[src/common/serial_alu_consts.svh]
`ifndef SERIAL_ALU_CONSTS_SVH
`define SERIAL_ALU_CONSTS_SVH

// operand and result width, one word
`define SERIAL_WIDTH 8

// bit counter, wide enough to count SERIAL_WIDTH bits
`define SERIAL_CNT_W 3

// wishbone data path
`define WB_DATA_W 32

// byte address, five registers of one word each
`define WB_ADR_W 5

`endif

[src/common/serial_alu_pkg.sv]
package serial_alu_pkg;

    // operation code as held in CTRL bits 1:0
    typedef enum logic [1:0] {
        OP_ADD = 2'd0,
        OP_SUB = 2'd1,
        OP_AND = 2'd2,
        OP_XOR = 2'd3
    } alu_op_t;

    // controller sequence for one operation
    typedef enum logic [2:0] {
        ST_IDLE  = 3'd0,
        ST_LOAD  = 3'd1,
        ST_SHIFT = 3'd2,
        ST_STORE = 3'd3,
        ST_DONE  = 3'd4
    } ctrl_state_t;

endpackage

[src/common/wb_map_pkg.sv]
package wb_map_pkg;

    // word index, byte offset is index times four
    typedef enum logic [2:0] {
        REG_OPA    = 3'd0,
        REG_OPB    = 3'd1,
        REG_CTRL   = 3'd2,
        REG_STATUS = 3'd3,
        REG_RESULT = 3'd4
    } reg_idx_t;

    // STATUS bits
    localparam int STAT_BUSY  = 0;
    localparam int STAT_DONE  = 1;
    localparam int STAT_CARRY = 2;
    localparam int STAT_ZERO  = 3;

    // CTRL bits, op sits in 1:0
    localparam int CTRL_GO = 4;

endpackage

[src/serial_core/serial_controller.sv]
`timescale 1ns/1ps

module serial_controller (
    input  logic clk,
    input  logic rst,
    input  logic go,
    input  logic bit_last,
    output logic load,
    output logic shift_en,
    output logic store,
    output logic busy
);

    serial_alu_pkg::ctrl_state_t ps;
    serial_alu_pkg::ctrl_state_t ns;

    always_comb begin
        ns = ps;
        case (ps)
            serial_alu_pkg::ST_IDLE: begin
                // go outside idle is dropped here
                ns = go ? serial_alu_pkg::ST_LOAD : serial_alu_pkg::ST_IDLE;
            end

            serial_alu_pkg::ST_LOAD: begin
                ns = serial_alu_pkg::ST_SHIFT;
            end

            serial_alu_pkg::ST_SHIFT: begin
                ns = bit_last ? serial_alu_pkg::ST_STORE : serial_alu_pkg::ST_SHIFT;
            end

            serial_alu_pkg::ST_STORE: begin
                ns = serial_alu_pkg::ST_DONE;
            end

            serial_alu_pkg::ST_DONE: begin
                ns = serial_alu_pkg::ST_IDLE;
            end

            default: begin
                ns = serial_alu_pkg::ST_IDLE;
            end
        endcase
    end

    always_comb begin
        load     = 1'b0;
        shift_en = 1'b0;
        store    = 1'b0;
        busy     = (ps != serial_alu_pkg::ST_IDLE);

        case (ps)
            serial_alu_pkg::ST_LOAD: begin
                load = 1'b1;
            end

            serial_alu_pkg::ST_SHIFT: begin
                shift_en = 1'b1;
            end

            serial_alu_pkg::ST_STORE: begin
                store = 1'b1;
            end

            default: begin
            end
        endcase
    end

    always_ff @(posedge clk or posedge rst) begin
        if (rst) begin
            ps <= serial_alu_pkg::ST_IDLE;
        end else begin
            ps <= ns;
        end
    end

endmodule

[src/serial_core/serial_datapath.sv]
`timescale 1ns/1ps
`include "serial_alu_consts.svh"

module serial_datapath (
    input  logic                     clk,
    input  logic                     rst,
    input  logic                     load,
    input  logic                     shift_en,
    input  logic [`SERIAL_WIDTH-1:0] opa,
    input  logic [`SERIAL_WIDTH-1:0] opb,
    input  serial_alu_pkg::alu_op_t  op,
    output logic [`SERIAL_WIDTH-1:0] result_word,
    output logic                     carry_out,
    output logic                     bit_last
);

    localparam int LAST_BIT = `SERIAL_WIDTH - 1;

    logic [`SERIAL_WIDTH-1:0] a_sr;
    logic [`SERIAL_WIDTH-1:0] b_sr;
    logic [`SERIAL_WIDTH-1:0] res_sr;
    logic [`SERIAL_CNT_W-1:0] cnt;
    serial_alu_pkg::alu_op_t  op_q;
    logic                     carry_q;
    logic                     a_bit;
    logic                     b_bit;
    logic                     res_bit;
    logic                     carry_nxt;

    // subtract is A + ~B + 1, the +1 comes from the carry preset
    assign a_bit = a_sr[0];
    assign b_bit = (op_q == serial_alu_pkg::OP_SUB) ? ~b_sr[0] : b_sr[0];

    always_comb begin
        res_bit   = 1'b0;
        carry_nxt = 1'b0;
        case (op_q)
            serial_alu_pkg::OP_ADD, serial_alu_pkg::OP_SUB: begin
                res_bit   = a_bit ^ b_bit ^ carry_q;
                carry_nxt = (a_bit & b_bit) | (carry_q & (a_bit ^ b_bit));
            end
            serial_alu_pkg::OP_AND: res_bit = a_bit & b_bit;
            serial_alu_pkg::OP_XOR: res_bit = a_bit ^ b_bit;
        endcase
    end

    always_ff @(posedge clk or posedge rst) begin
        if (rst) begin
            cnt     <= '0;
            carry_q <= 1'b0;
            op_q    <= serial_alu_pkg::OP_ADD;
        end else if (load) begin
            cnt     <= '0;
            carry_q <= (op == serial_alu_pkg::OP_SUB);
            op_q    <= op;
        end else if (shift_en) begin
            cnt     <= cnt + 1'b1;
            carry_q <= carry_nxt;
        end
    end

    // lsb first in, new bit enters at the top
    always_ff @(posedge clk) begin
        if (load) begin
            a_sr <= opa;
            b_sr <= opb;
        end else if (shift_en) begin
            a_sr   <= a_sr >> 1;
            b_sr   <= b_sr >> 1;
            res_sr <= {res_bit, res_sr[`SERIAL_WIDTH-1:1]};
        end
    end

    assign bit_last    = (cnt == LAST_BIT[`SERIAL_CNT_W-1:0]);
    assign result_word = res_sr;
    assign carry_out   = carry_q;

endmodule

[src/source/result_unit.sv]
`timescale 1ns/1ps
`include "serial_alu_consts.svh"

module result_unit (
    input  logic                     clk,
    input  logic                     rst,
    input  logic                     store,
    input  logic                     go,
    input  logic                     done_clr,
    input  logic [`SERIAL_WIDTH-1:0] result_word,
    input  logic                     carry_out,
    output logic [`SERIAL_WIDTH-1:0] result,
    output logic                     carry,
    output logic                     zero,
    output logic                     done,
    output logic                     irq
);

    always_ff @(posedge clk or posedge rst) begin
        if (rst) begin
            carry <= 1'b0;
            zero  <= 1'b0;
            done  <= 1'b0;
        end else if (store) begin
            carry <= carry_out;
            zero  <= (result_word == '0);
            done  <= 1'b1;
        end else if (done_clr || go) begin
            done  <= 1'b0;
        end
    end

    always_ff @(posedge clk) begin
        if (store) begin
            result <= result_word;
        end
    end

    // level interrupt
    assign irq = done;

endmodule

[src/source/serial_alu_top.sv]
`timescale 1ns/1ps
`include "serial_alu_consts.svh"

module serial_alu_top (
    input  logic                  clk,
    input  logic                  rst,
    input  logic                  wb_cyc,
    input  logic                  wb_stb,
    input  logic                  wb_we,
    input  logic [`WB_ADR_W-1:0]  wb_adr,
    input  logic [`WB_DATA_W-1:0] wb_dat_w,
    output logic [`WB_DATA_W-1:0] wb_dat_r,
    output logic                  wb_ack,
    output logic                  irq
);

    logic [`SERIAL_WIDTH-1:0] opa;
    logic [`SERIAL_WIDTH-1:0] opb;
    serial_alu_pkg::alu_op_t  op;
    logic                     go;
    logic                     done_clr;
    logic                     load;
    logic                     shift_en;
    logic                     store;
    logic                     busy;
    logic                     bit_last;
    logic [`SERIAL_WIDTH-1:0] result_word;
    logic                     carry_out;
    logic [`SERIAL_WIDTH-1:0] result;
    logic                     carry;
    logic                     zero;
    logic                     done;

    wb_reg_decode u_decode (
        .clk         (clk),
        .rst         (rst),
        .wb_cyc      (wb_cyc),
        .wb_stb      (wb_stb),
        .wb_we       (wb_we),
        .wb_adr      (wb_adr),
        .wb_dat_w    (wb_dat_w),
        .wb_dat_r    (wb_dat_r),
        .wb_ack      (wb_ack),
        .busy        (busy),
        .done        (done),
        .carry       (carry),
        .zero        (zero),
        .result_word (result),
        .opa         (opa),
        .opb         (opb),
        .op          (op),
        .go          (go),
        .done_clr    (done_clr)
    );

    serial_controller u_ctrl (
        .clk      (clk),
        .rst      (rst),
        .go       (go),
        .bit_last (bit_last),
        .load     (load),
        .shift_en (shift_en),
        .store    (store),
        .busy     (busy)
    );

    serial_datapath u_datapath (
        .clk         (clk),
        .rst         (rst),
        .load        (load),
        .shift_en    (shift_en),
        .opa         (opa),
        .opb         (opb),
        .op          (op),
        .result_word (result_word),
        .carry_out   (carry_out),
        .bit_last    (bit_last)
    );

    result_unit u_result (
        .clk         (clk),
        .rst         (rst),
        .store       (store),
        .go          (go),
        .done_clr    (done_clr),
        .result_word (result_word),
        .carry_out   (carry_out),
        .result      (result),
        .carry       (carry),
        .zero        (zero),
        .done        (done),
        .irq         (irq)
    );

endmodule

[src/source/wb_reg_decode.sv]
`timescale 1ns/1ps
`include "serial_alu_consts.svh"

module wb_reg_decode (
    input  logic                        clk,
    input  logic                        rst,
    input  logic                        wb_cyc,
    input  logic                        wb_stb,
    input  logic                        wb_we,
    input  logic [`WB_ADR_W-1:0]        wb_adr,
    input  logic [`WB_DATA_W-1:0]       wb_dat_w,
    output logic [`WB_DATA_W-1:0]       wb_dat_r,
    output logic                        wb_ack,
    input  logic                        busy,
    input  logic                        done,
    input  logic                        carry,
    input  logic                        zero,
    input  logic [`SERIAL_WIDTH-1:0]    result_word,
    output logic [`SERIAL_WIDTH-1:0]    opa,
    output logic [`SERIAL_WIDTH-1:0]    opb,
    output serial_alu_pkg::alu_op_t     op,
    output logic                        go,
    output logic                        done_clr
);

    wb_map_pkg::reg_idx_t  idx;
    logic                  req;
    logic                  wr_stb;
    logic [`WB_DATA_W-1:0] rd_data;

    // byte lanes are ignored
    assign idx = wb_map_pkg::reg_idx_t'(wb_adr[`WB_ADR_W-1:2]);

    // new request, ack follows one cycle later
    assign req = wb_cyc && wb_stb && !wb_ack;

    // writes land in the ack cycle
    assign wr_stb = wb_cyc && wb_stb && wb_we && wb_ack;

    assign go = wr_stb && (idx == wb_map_pkg::REG_CTRL)
                && wb_dat_w[wb_map_pkg::CTRL_GO];
    assign done_clr = wr_stb && (idx == wb_map_pkg::REG_STATUS)
                      && wb_dat_w[wb_map_pkg::STAT_DONE];

    always_comb begin
        rd_data = '0;
        case (idx)
            wb_map_pkg::REG_OPA:    rd_data[`SERIAL_WIDTH-1:0] = opa;
            wb_map_pkg::REG_OPB:    rd_data[`SERIAL_WIDTH-1:0] = opb;
            wb_map_pkg::REG_CTRL:   rd_data[1:0] = op;
            wb_map_pkg::REG_STATUS: begin
                rd_data[wb_map_pkg::STAT_BUSY]  = busy;
                rd_data[wb_map_pkg::STAT_DONE]  = done;
                rd_data[wb_map_pkg::STAT_CARRY] = carry;
                rd_data[wb_map_pkg::STAT_ZERO]  = zero;
            end
            wb_map_pkg::REG_RESULT: rd_data[`SERIAL_WIDTH-1:0] = result_word;
            // unmapped words read zero
            default:                rd_data = '0;
        endcase
    end

    always_ff @(posedge clk or posedge rst) begin
        if (rst) begin
            wb_ack   <= 1'b0;
            wb_dat_r <= '0;
        end else begin
            wb_ack   <= req;
            wb_dat_r <= req ? rd_data : '0;
        end
    end

    always_ff @(posedge clk or posedge rst) begin
        if (rst) begin
            opa <= '0;
            opb <= '0;
            op  <= serial_alu_pkg::OP_ADD;
        end else if (wr_stb) begin
            case (idx)
                wb_map_pkg::REG_OPA:  opa <= wb_dat_w[`SERIAL_WIDTH-1:0];
                wb_map_pkg::REG_OPB:  opb <= wb_dat_w[`SERIAL_WIDTH-1:0];
                wb_map_pkg::REG_CTRL: op  <= serial_alu_pkg::alu_op_t'(wb_dat_w[1:0]);
                default: ;
            endcase
        end
    end

endmodule

[config.mk]
export PLATFORM = sky130hd
export DESIGN_NAME = serial_alu_top
export DESIGN_NICKNAME = d
export VERILOG_FILES = /design/src/common/serial_alu_pkg.sv /design/src/common/wb_map_pkg.sv /design/src/serial_core/serial_controller.sv /design/src/serial_core/serial_datapath.sv /design/src/source/result_unit.sv /design/src/source/serial_alu_top.sv /design/src/source/wb_reg_decode.sv
export VERILOG_INCLUDE_DIRS = /design/src /design/src/common
export SDC_FILE = /design/constraint.sdc
export NUM_CORES = 1
export LEC_CHECK = 0
export BUFFER_PORTS_ARGS = -buffer_cell sky130_fd_sc_hd__buf_4
export CAP_MARGIN = 30
export CORE_ASPECT_RATIO = 1.1
export CORE_MARGIN = 2
export CORE_UTILIZATION = 50
export DETAILED_ROUTE_END_ITERATION = 6
export PLACE_DENSITY = 0.8
export SYNTH_ARGS = -nofsm -noshare
export SYNTH_HDL_FRONTEND = slang
export SYNTH_SLANG_ARGS = --single-unit
[constraint.sdc]
create_clock -name clk -period 2.1 [get_ports clk]
set_input_delay 0.42 -clock clk [delete_from_list [all_inputs] [get_ports clk]]
set_output_delay 0.42 -clock clk [all_outputs]
set_load 0.005 [all_outputs]
# Word level (Yosys, flattened, before mapping)
# Index checks and enable logic that the tools add are counted.
dict set report op_classes {
  addsub 1
  n_eq_ne 12
  muxes 23
  bitwise 7
  n_reduce_logical 22
}
# cell n
set op_table {}
lappend op_table {{2-to-1 mux 8 bit} 5}
lappend op_table {{equality test 3 x 2 -> 1 bit (second input constant)} 4}
lappend op_table {{one-hot mux 3 bit (4 select lines)} 1}
lappend op_table {{one-hot mux 4 bit (3 select lines)} 1}
lappend op_table {{2-to-1 mux 1 bit} 11}
lappend op_table {{one-hot mux 2 bit (5 select lines)} 1}
lappend op_table {{logical AND 1 bit} 8}
lappend op_table {{zero test 8 bit} 1}
lappend op_table {{one-hot mux 2 bit (4 select lines)} 1}
lappend op_table {{AND reduction 2 bit} 4}
lappend op_table {{equality test 3 x 1 -> 1 bit (second input constant)} 2}
lappend op_table {{equality test 3 bit (second input constant)} 2}
lappend op_table {{zero test 3 bit} 2}
lappend op_table {{2-to-1 mux 3 bit} 2}
lappend op_table {{equality test 2 x 1 -> 1 bit (second input constant)} 2}
lappend op_table {{equality test 2 bit (second input constant)} 2}
lappend op_table {{nonzero test 2 bit} 2}
lappend op_table {{adder 3 x 1 -> 3 bit (second input constant)} 1}
lappend op_table {{one-hot mux 1 bit (3 select lines)} 1}
lappend op_table {{nonzero test 3 bit} 1}
lappend op_table {{AND 1 bit} 2}
lappend op_table {{zero test 2 bit} 1}
lappend op_table {{NOT 1 bit} 2}
lappend op_table {{OR reduction 2 bit} 1}
lappend op_table {{other kinds (4)} 5}
dict set report totals {
  regBits 95
}

# Logic depth before layout (Yosys ltp)
dict set report logic_depth {
  depth_word 8
  depth_mapped 6
  mapped_depth_nobuf 6
}

# Modules after synthesis
# A second synthesis with hierarchy kept.
dict set report hier_totals {
  cells_unflattened 239
  area_unflattened_um2 3417.0
}
# module n_inst cells_each area_each_um2 seq_area_each_um2
set by_module_without_submodules {}
lappend by_module_without_submodules {wb_reg_decode 1 131 1547.7 675.6}
lappend by_module_without_submodules {serial_datapath 1 75 1327.5 870.8}
lappend by_module_without_submodules {result_unit 1 20 389.1 315.3}
lappend by_module_without_submodules {serial_controller 1 13 152.6 75.1}

# Worst setup path before layout
# No wires, ideal clock.
dict set report synth_timing {
  path_type {reg2reg}
  from {reg u_ctrl.ps[1]}
  to {reg u_datapath.a_sr[0] (enable)}
  setup_time_ns 0.388
  arrival_time_ns 1.385
  required_time_ns 1.712
  path_slack_ns 0.327
  path_stages_with_launch 4
  path_buffers 1
  period_less_slack_ns 1.773
  cell_sequence {dfrtp_1 buf_2 xnor2_1 nor2_1}
}
dict set report synth_between {
  elab_chain_len 3
}
# element line_no
set synth_rtl {}
lappend synth_rtl {{start: declaration} serial_controller.sv:14} ;# serial_alu_pkg::ctrl_state_t ps;
lappend synth_rtl {{start signal: assignment} serial_controller.sv:73} ;# ps <= serial_alu_pkg::ST_IDLE;
lappend synth_rtl {{start signal: assignment} serial_controller.sv:75} ;# ps <= ns;
lappend synth_rtl {{equality test 3 x 1 -> 1 bit or equality test 3 x 2 -> 1 bit (tied branches)} serial_controller.sv:53} ;# case (ps)
lappend synth_rtl {{2-to-1 mux 1 bit} serial_controller.sv:53}
lappend synth_rtl {{nonzero test 2 bit (no source line) *} n/a}
lappend synth_rtl {{end signal: assignment} serial_datapath.sv:65} ;# a_sr <= opa;
lappend synth_rtl {{end signal: assignment} serial_datapath.sv:68} ;# a_sr <= a_sr >> 1;
lappend synth_rtl {{end: declaration} serial_datapath.sv:19} ;# logic [`SERIAL_WIDTH-1:0] a_sr;
# Every way passes the cells marked *; elsewhere a longest branch is shown, timed or not.
# A chain may end at the register's enable or synchronous reset.

# Worst setup path in the final report
dict set report layout_timing {
  from {reg u_datapath.op_q[1]}
  to {reg u_datapath.carry_q, in the netlist u_datapath.carry_out}
}
dict set report layout_between {
  elab_chain_len 8
}
# element line_no
set layout_rtl {}
lappend layout_rtl {{start: declaration} serial_datapath.sv:23} ;# serial_alu_pkg::alu_op_t op_q;
lappend layout_rtl {{start signal: assignment} serial_datapath.sv:51} ;# op_q <= serial_alu_pkg::OP_ADD;
lappend layout_rtl {{start signal: assignment} serial_datapath.sv:55} ;# op_q <= op;
lappend layout_rtl {{equality test 2 x 1 -> 1 bit} {serial_datapath.sv:32, serial_datapath.sv:37}}
lappend layout_rtl {{2-to-1 mux 1 bit} serial_datapath.sv:32} ;# assign b_bit = (op_q == serial_alu_pkg::OP_SUB) ? ~b_sr[0] : b_sr[0];
lappend layout_rtl {{XOR 1 bit} serial_datapath.sv:40} ;# carry_nxt = (a_bit & b_bit) | (carry_q & (a_bit ^ b_bit));
lappend layout_rtl {{AND 1 bit} serial_datapath.sv:40}
lappend layout_rtl {{bitwise OR 1 bit} serial_datapath.sv:40}
lappend layout_rtl {{2-to-1 mux 1 bit *} serial_datapath.sv:37} ;# case (op_q)
lappend layout_rtl {{2-to-1 mux 1 bit *} serial_datapath.sv:56} ;# end else if (shift_en) begin
lappend layout_rtl {{2-to-1 mux 1 bit *} serial_datapath.sv:52} ;# end else if (load) begin
lappend layout_rtl {{end signal: assignment} serial_datapath.sv:54} ;# carry_q <= (op == serial_alu_pkg::OP_SUB);
lappend layout_rtl {{end signal: assignment} serial_datapath.sv:58} ;# carry_q <= carry_nxt;
lappend layout_rtl {{end: declaration} serial_datapath.sv:24} ;# logic carry_q;
# Every way passes the cells marked *; elsewhere a longest branch is shown, timed or not. The select of a mux whose other input is x is not followed.

==> results.json <==
{
  "die_width_um": 81.6,
  "worst_ep_arrival_time_ps": 1970,
  "clkLatencyLatePin_ps": 340,
  "critPathSlowestCell": "dfrtp_1",
  "grt_max_degree": 40,
  "routed_via_density": 5.32,
  "timing.final.crit_period_ps": 1780,
  "dpl.hpwl_um": 3950,
  "area_growth_pct": 10.7,
  "globalplace.congestion": 0.781,
  "antenna_found_initial": 0,
  "cts_root_buf": "clkbuf_8",
  "portBuffers": 25,
  "syn-instance-count": 239,
  "cap_violations": 0,
  "ys_seq_area_share_pct": 58.4,
  "clk_pin_slew_ps": 80,
  "rows": 31,
  "hold_viol": 0,
  "start_kind": "flip-flop",
  "tightest_slew_ps": 517,
  "peakVddDrop_mv": 0.524,
  "synth_warnings": 0,
  "core_sq_mm": 0.00652,
  "synth_edf_count": 32,
  "synth_seq_cells": 71,
  "hold_path_class": "primary input to asynchronous set/reset pin",
  "start_util_pct": 50.9,
  "async_reset_ff_share_pct": 54.9,
  "grt_pass1_wl_um": 9270,
  "path_delay_family": "flip-flops",
  "tns_ps": 0,
  "syn-cell-area_sq_mm": 0.00331,
  "max_slew_margin_pct": 65.5,
  "maxSlewViolCount": 0,
  "met1_length_um": 2580,
  "grt_pass1_vias": 1872,
  "cts-htree-levels": 3,
  "cts_sinks": 71,
  "cts_tree": "done",
  "p_leak_nw": 1.60,
  "met3_length_um": 216,
  "drt_pass1_iterations": 4,
  "ant_nets": 0,
  "path_cells": "nand2b_1 > xnor2_1 > fa_1 > nor2b_1 > o31ai_1 > a222oi_1",
  "grt-ovfl-total": 0,
  "finalClockSkew_ps": 11.3,
  "slowest_delay_ps": 420,
  "via_count": 1889,
  "avgSynthCellArea_sq_um": 13.9,
  "status": "finished, final reports clean",
  "path_buf_inv": 0,
  "io_pins": 76,
  "wl_per_cell_um": 16.5,
  "drt_iter0_markers": 158,
  "drive_gt1_share_pct": 32.2,
  "cts_buffers": 9,
  "power.density_mw_per_mm2": 870,
  "drc_errors": 0,
  "track_usage_pct": 17.5,
  "worstPathRequired_ps": 2300,
  "wl_met2_um": 2970,
  "setup_viol": 0,
  "holdWs_ps": 206,
  "yosys.cell_types.count": 45,
  "max_freq_ghz": 0.562,
  "final_net_count": 314,
  "diodes": 0,
  "die_y_um": 89.4,
  "synth_ff_type": "dfrtp_1",
  "end_kind": "flip-flop",
  "fin_crit_sh_pct": 84.7,
  "cts_setup_buffers": 0,
  "rsz0062_at_grt": "no",
  "cts.repair.resized": 0,
  "hold_buffers": 0,
  "highest_layer": "met4",
  "clock_path_buffers": 2,
  "critPathKind": "flip-flop to flip-flop",
  "crit_fanout": 5,
  "dieArea_sq_mm": 0.00730,
  "totalWireLength_um": 5870
}
report_power, final:
group | total [W] | internal (W) | switching (W)
registers | 0.00164 | 0.00156 | 0.0000773
logic | 0.000347 | 0.000178 | 0.000169
clock network | 0.00121 | 0.000702 | 0.000505
total | 0.00319 | 0.00244 | 0.000751
worst reg2reg max path, cell delays in order (launching register included):
cell	delay, ps
dfrtp_1	420
nand2b_1	170
xnor2_1	160
fa_1	390
nor2b_1	140
o31ai_1	210
a222oi_1	150
area by class of cell:
type	instances	area, sq um
fillers	528	2850
multi-input cells	151	1160
clock inverters	5	81.3
well taps	82	103
flip-flops and latches	71	1940
inverters	5	18.8
clock buffers	11	141
repair buffers	30	225
worst paths after layout:
check                                                         start                               end  slack (ps)  depth (start not counted)
worst max register to register       u_datapath.op_q[1]$_DFFE_PP0P_  u_datapath.carry_out$_DFFE_PP0N_         320                          6
worst min register to register  u_datapath.result_word[0]$_DFFE_PP_      u_result.result[0]$_DFFE_PP_         460                          0
min in group clk                                        wb_dat_w[2]       u_decode.opa[2]$_DFFE_PP0P_         310                          2
worst min-delay path                                            rst       u_decode.opa[4]$_DFFE_PP0P_         210                          3
worst max-delay path                 u_datapath.op_q[1]$_DFFE_PP0P_  u_datapath.carry_out$_DFFE_PP0N_         320                          6
max in group asynchronous                                       rst        u_decode.op[0]$_DFFE_PP0P_        1540                          3
per-layer routing:
layer | track usage [%] | up-vias
met3 | 3.54 | 9
met5 | 0 | -
met1 | 22.7 | 950
met4 | 9.24 | 0
li1 | - | 884
met2 | 27.8 | 46
through the flow:
step | util [%] | power [W] | cells | instance area, sq um | setup slack (ps)
after global routing | 56.3 | 0.00333 | 355 | 3670 | 127
after CTS | 56.3 | 0.00322 | 355 | 3670 | 317
after floorplan | - | 0.00193 | 262 | 3400 | 327
final | 56.3 | 0.00319 | 355 | 3670 | 322
after global placement | 52.9 | 0.00199 | 339 | 3450 | 253
after detailed placement | 52.9 | 0.00201 | 339 | 3450 | 220
cell usage after synthesis (3+ instances only):
library cell  instances  share of area [%]
a21oi_1               8                1.2
nand2b_1              4               0.75
mux2i_1               8                2.4
nand2_1               9                1.0
nor2_1                7               0.79
edfxtp_1             32                 29
nand3b_1              4               0.91
buf_6                 7                2.4
and2_1                4               0.75
a22o_1                5                1.3
ha_1                  3                1.1
or2_2                 3               0.57
buf_4                25                5.7
buf_2                 3               0.45
mux2_2               35                 12
inv_1                 5               0.57
dfrtp_1              39                 29
logic make-up (layout without fill, tap and decap cells):
family          Yosys count  count (layout)  synth area share (%)
simple gates             48              48                  9.14
fa+ha+maj                 4               4                  1.74
buf+inv                  40              51                  9.06
compound gates           30              30                  6.68
mux                      43              43                  14.3
flops                    71              71                  58.4
other cells               1              24                 0.113
xor+xnor                  2               2                 0.529
placed cells by master (no fill, tap or decap), types with 7 or more instances in the layout:
cell type / instances
nand2_1: 9
buf_4: 30
clkbuf_8: 10
dfrtp_1: 39
mux2_2: 35
a21oi_1: 8
nor2_1: 7
conb_1: 24
edfxtp_1: 32
mux2i_1: 8
state kept, by name, indices dropped and copies added, names as in the netlist, 3 cells and up:
signal and cells:
u_datapath.a_sr 8, u_datapath.b_sr 8, u_datapath.result_word 8, u_decode.opa 8, u_decode.opb 8, u_decode.wb_dat_r 8
u_result.result 8, u_ctrl.ps 3, u_datapath.cnt 3
No activity file was read; power rests on OpenSTA's default activity.
